File: src/logic/rv_isa_pkg.sv
package rv_isa_pkg;

   localparam int data_width  = 32;
   localparam int adder_width = data_width + 1; // one extra bit for the sign

   // major opcodes
   localparam logic [6:0] opc_op     = 7'b0110011;
   localparam logic [6:0] opc_op_imm = 7'b0010011;
   localparam logic [6:0] opc_lui    = 7'b0110111;
   localparam logic [6:0] opc_auipc  = 7'b0010111;
   localparam logic [6:0] opc_branch = 7'b1100011;
   localparam logic [6:0] opc_jal    = 7'b1101111;
   localparam logic [6:0] opc_jalr   = 7'b1100111;

   // funct3 of the ALU group
   localparam logic [2:0] f3_add  = 3'b000; // also sub
   localparam logic [2:0] f3_sll  = 3'b001;
   localparam logic [2:0] f3_slt  = 3'b010;
   localparam logic [2:0] f3_sltu = 3'b011;
   localparam logic [2:0] f3_xor  = 3'b100;
   localparam logic [2:0] f3_sr   = 3'b101; // srl or sra
   localparam logic [2:0] f3_or   = 3'b110;
   localparam logic [2:0] f3_and  = 3'b111;

   // funct3 of the branch group
   localparam logic [2:0] f3_beq  = 3'b000;
   localparam logic [2:0] f3_bne  = 3'b001;
   localparam logic [2:0] f3_blt  = 3'b100;
   localparam logic [2:0] f3_bge  = 3'b101;
   localparam logic [2:0] f3_bltu = 3'b110;
   localparam logic [2:0] f3_bgeu = 3'b111;

   localparam logic [6:0] f7_alt = 7'b0100000; // sub, sra

endpackage

File: src/logic/ex_pkg.sv
package ex_pkg;

   localparam int alu_op_width = 10;

   // bit positions in the one-hot alu operation
   localparam int op_add  = 0;
   localparam int op_sub  = 1;
   localparam int op_xor  = 2;
   localparam int op_sll  = 3;
   localparam int op_srl  = 4;
   localparam int op_sra  = 5;
   localparam int op_or   = 6;
   localparam int op_and  = 7;
   localparam int op_slt  = 8;
   localparam int op_sltu = 9;

   // branch kinds
   localparam logic [3:0] br_none = 4'd0;
   localparam logic [3:0] br_eq   = 4'd1;
   localparam logic [3:0] br_ne   = 4'd2;
   localparam logic [3:0] br_lt   = 4'd3;
   localparam logic [3:0] br_ge   = 4'd4;
   localparam logic [3:0] br_ltu  = 4'd5;
   localparam logic [3:0] br_geu  = 4'd6;
   localparam logic [3:0] br_jal  = 4'd7;
   localparam logic [3:0] br_jalr = 4'd8;

   localparam logic res_alu  = 1'b0;
   localparam logic res_link = 1'b1; // pc + 4 for jumps

endpackage

File: src/logic/uop_if.sv
`timescale 1ns/1ps

interface uop_if;

   logic                                  valid;
   logic [ex_pkg::alu_op_width-1:0]       alu_op;  // one-hot, zero when unused
   logic [rv_isa_pkg::data_width-1:0]     src_a;
   logic [rv_isa_pkg::data_width-1:0]     src_b;
   logic [rv_isa_pkg::data_width-1:0]     rs1_val;
   logic [rv_isa_pkg::data_width-1:0]     rs2_val;
   logic [rv_isa_pkg::data_width-1:0]     pc;
   logic [rv_isa_pkg::data_width-1:0]     imm;
   logic [3:0]                            br_kind;
   logic                                  res_sel;
   logic [4:0]                            rd;
   logic                                  rd_we;

   modport dec (output valid, alu_op, src_a, src_b, rs1_val, rs2_val, pc, imm,
                br_kind, res_sel, rd, rd_we);
   modport alu (input alu_op, src_a, src_b);
   modport br  (input br_kind, rs1_val, rs2_val, pc, imm);
   modport wb  (input valid, res_sel, rd, rd_we);

endinterface

File: src/logic/ex_decoder.sv
`timescale 1ns/1ps

module ex_decoder (
   input  logic                              clk,
   input  logic                              reset,
   input  logic                              in_valid,
   input  logic [31:0]                       instr,
   input  logic [rv_isa_pkg::data_width-1:0] pc,
   input  logic [rv_isa_pkg::data_width-1:0] rs1_data,
   input  logic [rv_isa_pkg::data_width-1:0] rs2_data,
   uop_if.dec                                uop
);

   logic [6:0]                          opcode;
   logic [2:0]                          funct3;
   logic                                alt;
   logic [31:0]                         imm_i;
   logic [31:0]                         imm_u;
   logic [31:0]                         imm_b;
   logic [31:0]                         imm_j;
   logic [ex_pkg::alu_op_width-1:0]     d_alu_op;
   logic [rv_isa_pkg::data_width-1:0]   d_src_a;
   logic [rv_isa_pkg::data_width-1:0]   d_src_b;
   logic [rv_isa_pkg::data_width-1:0]   d_imm;
   logic [3:0]                          d_br_kind;
   logic                                d_res_sel;
   logic                                d_we;

   function automatic logic [ex_pkg::alu_op_width-1:0] alu_sel(input logic [2:0] f3,
                                                               input logic alt_f);
      logic [ex_pkg::alu_op_width-1:0] op;
      op = '0;
      case (f3)
         rv_isa_pkg::f3_add:  op[alt_f ? ex_pkg::op_sub : ex_pkg::op_add] = 1'b1;
         rv_isa_pkg::f3_sll:  op[ex_pkg::op_sll] = 1'b1;
         rv_isa_pkg::f3_slt:  op[ex_pkg::op_slt] = 1'b1;
         rv_isa_pkg::f3_sltu: op[ex_pkg::op_sltu] = 1'b1;
         rv_isa_pkg::f3_xor:  op[ex_pkg::op_xor] = 1'b1;
         rv_isa_pkg::f3_sr:   op[alt_f ? ex_pkg::op_sra : ex_pkg::op_srl] = 1'b1;
         rv_isa_pkg::f3_or:   op[ex_pkg::op_or] = 1'b1;
         default:             op[ex_pkg::op_and] = 1'b1;
      endcase
      return op;
   endfunction

   assign opcode = instr[6:0];
   assign funct3 = instr[14:12];
   assign alt    = (instr[31:25] == rv_isa_pkg::f7_alt);
   assign imm_i  = {{20{instr[31]}}, instr[31:20]};
   assign imm_u  = {instr[31:12], 12'b0};
   assign imm_b  = {{19{instr[31]}}, instr[31], instr[7], instr[30:25], instr[11:8], 1'b0};
   assign imm_j  = {{11{instr[31]}}, instr[31], instr[19:12], instr[20], instr[30:21], 1'b0};

   always_comb begin
      d_alu_op  = '0;
      d_src_a   = rs1_data;
      d_imm     = imm_i;
      d_src_b   = imm_i;
      d_br_kind = ex_pkg::br_none;
      d_res_sel = ex_pkg::res_alu;
      d_we      = 1'b0;
      case (opcode)
         rv_isa_pkg::opc_op: begin
            d_src_b  = rs2_data;
            d_alu_op = alu_sel(funct3, alt);
            d_we     = 1'b1;
         end
         rv_isa_pkg::opc_op_imm: begin
            d_alu_op = alu_sel(funct3, alt & (funct3 == rv_isa_pkg::f3_sr)); // no subi
            d_we     = 1'b1;
         end
         rv_isa_pkg::opc_lui: begin
            d_src_a  = '0;
            d_imm    = imm_u;
            d_src_b  = imm_u;
            d_alu_op = alu_sel(rv_isa_pkg::f3_add, 1'b0);
            d_we     = 1'b1;
         end
         rv_isa_pkg::opc_auipc: begin
            d_src_a  = pc;
            d_imm    = imm_u;
            d_src_b  = imm_u;
            d_alu_op = alu_sel(rv_isa_pkg::f3_add, 1'b0);
            d_we     = 1'b1;
         end
         rv_isa_pkg::opc_branch: begin
            d_imm   = imm_b;
            d_src_b = imm_b;
            case (funct3)
               rv_isa_pkg::f3_beq:  d_br_kind = ex_pkg::br_eq;
               rv_isa_pkg::f3_bne:  d_br_kind = ex_pkg::br_ne;
               rv_isa_pkg::f3_blt:  d_br_kind = ex_pkg::br_lt;
               rv_isa_pkg::f3_bge:  d_br_kind = ex_pkg::br_ge;
               rv_isa_pkg::f3_bltu: d_br_kind = ex_pkg::br_ltu;
               rv_isa_pkg::f3_bgeu: d_br_kind = ex_pkg::br_geu;
               default:             d_br_kind = ex_pkg::br_none;
            endcase
         end
         rv_isa_pkg::opc_jal: begin
            d_src_a   = pc;
            d_imm     = imm_j;
            d_src_b   = imm_j;
            d_alu_op  = alu_sel(rv_isa_pkg::f3_add, 1'b0);
            d_br_kind = ex_pkg::br_jal;
            d_res_sel = ex_pkg::res_link;
            d_we      = 1'b1;
         end
         rv_isa_pkg::opc_jalr: begin
            d_alu_op  = alu_sel(rv_isa_pkg::f3_add, 1'b0);
            d_br_kind = ex_pkg::br_jalr;
            d_res_sel = ex_pkg::res_link;
            d_we      = 1'b1;
         end
         default: begin
         end
      endcase
   end

   always_ff @(posedge clk) begin
      if (reset) begin
         uop.valid   <= 1'b0;
         uop.rd_we   <= 1'b0;
         uop.alu_op  <= '0;
         uop.br_kind <= ex_pkg::br_none;
      end else begin
         uop.valid   <= in_valid;
         uop.rd_we   <= d_we & (instr[11:7] != 5'd0); // x0 is never written
         uop.alu_op  <= d_alu_op;
         uop.br_kind <= d_br_kind;
      end
      uop.src_a   <= d_src_a;
      uop.src_b   <= d_src_b;
      uop.rs1_val <= rs1_data;
      uop.rs2_val <= rs2_data;
      uop.pc      <= pc;
      uop.imm     <= d_imm;
      uop.res_sel <= d_res_sel;
      uop.rd      <= instr[11:7];
   end

endmodule

File: src/logic/alu.sv
`timescale 1ns/1ps

module alu (
   uop_if.alu                                 uop,
   output logic [rv_isa_pkg::data_width-1:0]  alu_result
);

   localparam int dw = rv_isa_pkg::data_width;
   localparam int aw = rv_isa_pkg::adder_width;

   logic          op_add, op_sub, op_xor, op_sll, op_srl, op_sra;
   logic          op_or, op_and, op_slt, op_sltu;
   logic          op_shift, adder_sub, op_addsub, slt_lt;
   logic [aw-1:0] adder_op1, adder_op2, adder_in1, adder_in2, adder_res;
   logic [dw-1:0] shifter_in1, shifter_res, srl_res, sra_res, sra_mask, slt_res;
   logic [4:0]    shamt;

   function automatic logic [dw-1:0] bit_rev(input logic [dw-1:0] v);
      logic [dw-1:0] r;
      for (int i = 0; i < dw; i++) begin
         r[i] = v[dw-1-i];
      end
      return r;
   endfunction

   assign op_add  = uop.alu_op[ex_pkg::op_add];
   assign op_sub  = uop.alu_op[ex_pkg::op_sub];
   assign op_xor  = uop.alu_op[ex_pkg::op_xor];
   assign op_sll  = uop.alu_op[ex_pkg::op_sll];
   assign op_srl  = uop.alu_op[ex_pkg::op_srl];
   assign op_sra  = uop.alu_op[ex_pkg::op_sra];
   assign op_or   = uop.alu_op[ex_pkg::op_or];
   assign op_and  = uop.alu_op[ex_pkg::op_and];
   assign op_slt  = uop.alu_op[ex_pkg::op_slt];
   assign op_sltu = uop.alu_op[ex_pkg::op_sltu];

   assign adder_sub = op_sub | op_slt | op_sltu; // compares subtract too
   assign op_addsub = op_add | adder_sub;
   assign op_shift  = op_sll | op_srl | op_sra;

   // sign-extend both operands unless the compare is unsigned
   assign adder_op1 = {{(aw-dw){~op_sltu & uop.src_a[dw-1]}}, uop.src_a};
   assign adder_op2 = {{(aw-dw){~op_sltu & uop.src_b[dw-1]}}, uop.src_b};
   assign adder_in1 = {aw{op_addsub}} & adder_op1;
   assign adder_in2 = {aw{op_addsub}} & (adder_sub ? ~adder_op2 : adder_op2);
   assign adder_res = adder_in1 + adder_in2 + {{(aw-1){1'b0}}, adder_sub};

   assign slt_lt  = adder_res[aw-1]; // negative difference means less than
   assign slt_res = {{(dw-1){1'b0}}, slt_lt};

   // right shifts go through the left shifter on reversed bits
   assign shamt       = {5{op_shift}} & uop.src_b[4:0];
   assign shifter_in1 = {dw{op_shift}} &
                        ((op_srl | op_sra) ? bit_rev(uop.src_a) : uop.src_a);
   assign shifter_res = shifter_in1 << shamt;
   assign srl_res     = bit_rev(shifter_res);

   assign sra_mask = {dw{1'b1}} >> shamt;
   assign sra_res  = (srl_res & sra_mask) | ({dw{uop.src_a[dw-1]}} & ~sra_mask);

   assign alu_result = ({dw{op_add | op_sub}}  & adder_res[dw-1:0]) |
                       ({dw{op_xor}}        & (uop.src_a ^ uop.src_b)) |
                       ({dw{op_sll}}        & shifter_res) |
                       ({dw{op_srl}}        & srl_res) |
                       ({dw{op_sra}}        & sra_res) |
                       ({dw{op_or}}         & (uop.src_a | uop.src_b)) |
                       ({dw{op_and}}        & (uop.src_a & uop.src_b)) |
                       ({dw{op_slt | op_sltu}} & slt_res);

endmodule

File: src/logic/branch_unit.sv
`timescale 1ns/1ps

module branch_unit (
   uop_if.br                                  uop,
   output logic                               taken,
   output logic [rv_isa_pkg::data_width-1:0]  target,
   output logic [rv_isa_pkg::data_width-1:0]  link
);

   logic                              eq, lt, ltu;
   logic [rv_isa_pkg::data_width-1:0] jalr_sum;

   assign eq  = (uop.rs1_val == uop.rs2_val);
   assign lt  = ($signed(uop.rs1_val) < $signed(uop.rs2_val));
   assign ltu = (uop.rs1_val < uop.rs2_val);

   always_comb begin
      case (uop.br_kind)
         ex_pkg::br_eq:   taken = eq;
         ex_pkg::br_ne:   taken = ~eq;
         ex_pkg::br_lt:   taken = lt;
         ex_pkg::br_ge:   taken = ~lt;
         ex_pkg::br_ltu:  taken = ltu;
         ex_pkg::br_geu:  taken = ~ltu;
         ex_pkg::br_jal,
         ex_pkg::br_jalr: taken = 1'b1;
         default:         taken = 1'b0;
      endcase
   end

   assign jalr_sum = uop.rs1_val + uop.imm;
   assign target   = (uop.br_kind == ex_pkg::br_jalr) ?
                     {jalr_sum[rv_isa_pkg::data_width-1:1], 1'b0} : uop.pc + uop.imm;
   assign link     = uop.pc + 32'd4; // return address

endmodule

File: src/logic/ex_writeback.sv
`timescale 1ns/1ps

module ex_writeback (
   input  logic                              clk,
   input  logic                              reset,
   uop_if.wb                                 uop,
   input  logic [rv_isa_pkg::data_width-1:0] alu_result,
   input  logic [rv_isa_pkg::data_width-1:0] link,
   input  logic [rv_isa_pkg::data_width-1:0] target,
   input  logic                              taken,
   output logic                              out_valid,
   output logic                              rd_we,
   output logic                              br_taken,
   output logic [4:0]                        rd,
   output logic [rv_isa_pkg::data_width-1:0] rd_data,
   output logic [rv_isa_pkg::data_width-1:0] br_target
);

   logic [rv_isa_pkg::data_width-1:0] wb_data;

   assign wb_data = (uop.res_sel == ex_pkg::res_link) ? link : alu_result;

   always_ff @(posedge clk) begin
      if (reset) begin
         out_valid <= 1'b0;
         rd_we     <= 1'b0;
         br_taken  <= 1'b0;
      end else begin
         out_valid <= uop.valid;
         rd_we     <= uop.valid & uop.rd_we;
         br_taken  <= uop.valid & taken;
      end
      rd        <= uop.rd;
      rd_data   <= wb_data;
      br_target <= target;
   end

endmodule

File: src/logic/ex_unit.sv
`timescale 1ns/1ps

module ex_unit (
   input  logic                              clk,
   input  logic                              reset,
   input  logic                              in_valid,
   input  logic [31:0]                       instr,
   input  logic [rv_isa_pkg::data_width-1:0] pc,
   input  logic [rv_isa_pkg::data_width-1:0] rs1_data,
   input  logic [rv_isa_pkg::data_width-1:0] rs2_data,
   output logic                              out_valid,
   output logic [4:0]                        rd,
   output logic                              rd_we,
   output logic [rv_isa_pkg::data_width-1:0] rd_data,
   output logic                              br_taken,
   output logic [rv_isa_pkg::data_width-1:0] br_target
);

   uop_if u_uop ();

   logic [rv_isa_pkg::data_width-1:0] alu_result;
   logic [rv_isa_pkg::data_width-1:0] target;
   logic [rv_isa_pkg::data_width-1:0] link;
   logic                              taken;

   ex_decoder u_dec (
      .clk(clk), .reset(reset), .in_valid(in_valid), .instr(instr), .pc(pc),
      .rs1_data(rs1_data), .rs2_data(rs2_data), .uop(u_uop.dec)
   );

   alu u_alu (.uop(u_uop.alu), .alu_result(alu_result));

   branch_unit u_br (.uop(u_uop.br), .taken(taken), .target(target), .link(link));

   ex_writeback u_wb (
      .clk(clk), .reset(reset), .uop(u_uop.wb), .alu_result(alu_result), .link(link),
      .target(target), .taken(taken), .out_valid(out_valid), .rd_we(rd_we),
      .br_taken(br_taken), .rd(rd), .rd_data(rd_data), .br_target(br_target)
   );

endmodule

File: config.mk
export PLATFORM = sky130hd
export DESIGN_NAME = ex_unit
export DESIGN_NICKNAME = d
export VERILOG_FILES = /design/src/logic/rv_isa_pkg.sv /design/src/logic/ex_pkg.sv /design/src/logic/uop_if.sv /design/src/logic/ex_decoder.sv /design/src/logic/alu.sv /design/src/logic/branch_unit.sv /design/src/logic/ex_writeback.sv /design/src/logic/ex_unit.sv
export SDC_FILE = /design/constraint.sdc
export NUM_CORES = 1
export LEC_CHECK = 0
export BUFFER_PORTS_ARGS = -buffer_cell sky130_fd_sc_hd__clkbuf_2
export CAP_MARGIN = 15
export CORE_ASPECT_RATIO = 0.9
export CORE_MARGIN = 2
export CORE_UTILIZATION = 45
export CTS_BUF_LIST = sky130_fd_sc_hd__clkbuf_8
export CTS_CLUSTER_SIZE = 40
export DETAILED_ROUTE_END_ITERATION = 12
export PLACE_DENSITY_LB_ADDON = 0.15
export SETUP_SLACK_MARGIN = 0.05
export SLEW_MARGIN = 20
export SYNTH_ARGS = -nofsm -noshare
export SYNTH_HDL_FRONTEND = slang
export SYNTH_SLANG_ARGS = --single-unit
File: constraint.sdc
create_clock -name clk -period 10.84 [get_ports clk]
set_clock_uncertainty 0.15 [all_clocks]
set_input_delay 2.168 -clock clk [delete_from_list [all_inputs] [get_ports clk]]
set_output_delay 2.168 -clock clk [all_outputs]
set_load 0.05 [all_outputs]
==> flow_metrics.tcl <==
set metrics [dict create \
    ant_nets 0 \
    crit_path_start_kind "flop" \
    post_cts_resized 0 \
    antenna_found_initial 5 \
    portBuffers 202 \
    setup_viol 0 \
    yosysWarnings 0 \
    syn_inst 2235 \
    cts_tree "built" \
    cts_buffers 45 \
    syn-num-nets 2559 \
    slowest_delay_ps 610 \
    dp_hpwl_mm 62.6 \
    die_area_mm2 0.0433 \
    fin_area_mm2 0.0212 \
    cts.htree.levels 2 \
    synth_area_leaders "dfxtp_1, ha_1, nand2_1" \
    end_kind "flop" \
    clockBufferDepth 3 \
    place.gp.congestion 1.03 \
    grt_pass1_vias 17000 \
    fmaxAchievable_mhz 193 \
    layout-drive-gt1-share_pct 16.4 \
    syn_area_mm2 0.0188 \
    root_buffer "clkbuf_8" \
    relSlewSlack_pct 34.8 \
    tightestPinTransition_ps 970 \
    arrival_ps 5520 \
    pwr-share-comb_pct 20.8 \
    die_w_um 219 \
    max_cap_viol_count 0 \
    p_per_area_mw_per_mm2 129 \
    fin_tns_setup_ps 0 \
    switching_power_uw 885 \
    irDropWorstVdd_mv 0.141 \
    synth_ff_type "dfxtp_1" \
    slew_violations 0 \
    clk_pin_slew_ps 70 \
    path_class "flop to flop" \
    area_growth_syn_to_layout_pct 13.3 \
    rsz0062_at_grt "false" \
    die_h_um 198 \
    place_ws_ps 5710 \
    grt_max_degree 51 \
    dr.pass1.iters 8 \
    ys_seq_area_share_pct 30.5 \
    grt_usage_pct 35.8 \
    initial_utilization_pct 45.9 \
    synthArstFlopShare_pct 0 \
    ys_ff_latch 286 \
    synth_area_per_cell_um2 8.39 \
    critPathTopFamily "simple AND/OR/NAND/NOR gates" \
    p_total_mw 2.75 \
    cts_hold_buf 0 \
    placed_area_mm2 0.0203 \
    clock_sinks 286 \
    drc 0 \
    wl_per_cell_um 26.5 \
    path_cells "or2_2 > nor3_2 > buf_4 > nor2_1 > fa_1 > fa_1 > a21oi_1 > o21bai_1 > a21oi_1 > or3_1 > a32o_2 > o21ai_4 > a2111oi_2 > mux2i_1 > nand3_1 > a22oi_1" \
    synth-edff-count 0 \
    top_level_ports 203 \
    synth_top_area_share_pct 30.5 \
    cp_slowest_cell "nor3_2" \
    hold_class "flop to flop" \
    synth_common_cells "dfxtp_1, nand2_1, ha_1" \
    p_clk_share_pct 35.8 \
    nets 2732 \
    min_period_ps 5180 \
    wl_mm 79.2 \
    crit_required_ps 11190 \
    swShare_pct 32.2 \
    core_mm2 0.0409 \
    p_int_mw 1.86 \
    p_leak_nw 9.78 \
    clock_latency_ps 580 \
    fin_crit_sh_pct 47.8 \
    pwr-share-seq_pct 43.4 \
    rows 70 \
    post-synth-top-count-cell "dfxtp_1" \
    drt_iter0_drc 2125 \
    drt-vias-per-instance 6.24 \
    grt_pass1_wl_mm 113 \
    vias 18600 \
    grt-ovfl-total 0 \
    fill_cells 3921 \
    crit_fanout 27 \
    outcome "finished clean" \
    crit_buf_inv 1 \
    post_cts_buffers 0 \
    synth_largest_area_cell "dfxtp_1" \
    worst_slack_ps 5660 \
    hold_violations 0 \
    synth.distinct_cells 92 \
]
==> sequential cells by signal, summed over array words and instances, names as in the netlist <==
signal / count
u_dec.uop.rs2_val: 32
u_dec.uop.pc: 32
u_wb.out_valid: 1
u_dec.uop.imm: 32
u_dec.uop.rd_we: 1
u_dec.uop.rs1_val: 32
u_wb.br_target: 32
u_wb.rd: 5
u_dec.uop.rd: 5
u_wb.rd_data: 32
u_dec.uop.valid: 1
u_wb.br_taken: 1
u_dec.uop.src_a: 32
u_dec.uop.res_sel: 1
u_dec.uop.alu_op: 10
u_dec.uop.br_kind: 4
u_wb.rd_we: 1
u_dec.uop.src_b: 32
==> placed cells by master, fill, tap and decap left out, drive strengths merged, types with 30 or more instances in the layout <==
master,instances
a21o,60
a21oi,171
a22o,38
buf,36
clkbuf,265
dfxtp,286
ha,189
inv,137
mux2i,36
nand2,241
nand3,71
nor2,160
nor3,37
o211ai,30
o21ai,148
xnor2,58
xor2,50
==> power groups by stage <==
| stage | sequential [mW] | clock (mW) | combinational [mW] |
|---|---|---|---|
| 2_1_floorplan | 1.29 | 0 | 0.289 |
| 3_3_place_gp | 1.21 | 0 | 0.552 |
| 3_5_place_dp | 1.21 | 0 | 0.559 |
| 4_1_cts | 1.19 | 0.991 | 0.563 |
| 5_1_grt | 1.20 | 1.04 | 0.612 |
| 6_report | 1.19 | 0.983 | 0.572 |
==> logic make-up after synthesis <==
family / Yosys count / synth area share (%)
buffers and inverters: 242 / 5.25
AND/OR/NAND/NOR: 643 / 15.7
adder cells (fa/ha/maj): 193 / 13.0
XOR/XNOR: 108 / 5.04
AO/OA/AOI/OAI: 690 / 24.9
flip-flops: 286 / 30.5
multiplexers: 73 / 5.51
==> worst register-to-register path: stages (launching register included) <==
cell and delay (ps):
dfxtp_1 310, or2_2 560, nor3_2 620, buf_4 410, nor2_1 130, fa_1 440, fa_1 410, a21oi_1 170
o21bai_1 120, a21oi_1 220, or3_1 170, a32o_2 280, o21ai_4 140, a2111oi_2 450, mux2i_1 240, nand3_1 100
a22oi_1 180
==> area by class of cell <==
| type | instances | area, um^2 | share of cell area, % |
|---|---|---|---|
| clock buffer | 63 | 867 | 4.08 |
| tap | 540 | 676 | 3.18 |
| multi-input combinational | 1707 | 12100 | 56.9 |
| inverter | 130 | 488 | 2.30 |
| sequential | 286 | 5730 | 27.0 |
| timing repair buffer | 238 | 1280 | 6.03 |
| clock inverter | 19 | 115 | 0.542 |
| antenna | 2 | 5.00 | 0.0236 |
==> worst paths after layout <==
path                                     startpoint                to  slack, ps  cells past startpoint
worst max-delay path            u_dec.uop.alu_op[0]  u_wb.rd_data[30]       5660                     16
worst min-delay path                u_dec.uop.rd[0]        u_wb.rd[0]        180                      0
worst max register to register  u_dec.uop.alu_op[0]  u_wb.rd_data[30]       5660                     16
worst min register to register      u_dec.uop.rd[0]        u_wb.rd[0]        180                      0
==> through the flow <==
stage / hold WS [ps] / cells / util [%]
floorplan: 160 / 2235 / -
global placement: 161 / 2901 / 49.5
detailed placement: 162 / 2901 / 49.5
CTS: 178 / 2983 / 51.9
global route: 183 / 2984 / 51.9
finish: 177 / 2985 / 51.9
==> metal layers <==
layer,global-route usage (%),routed length (um)
met1,51.2,35300
met2,52.3,32800
met3,9.26,8510
met4,11.2,2600
met5,0,37
Note: power is estimated with default switching activity, not from simulation.
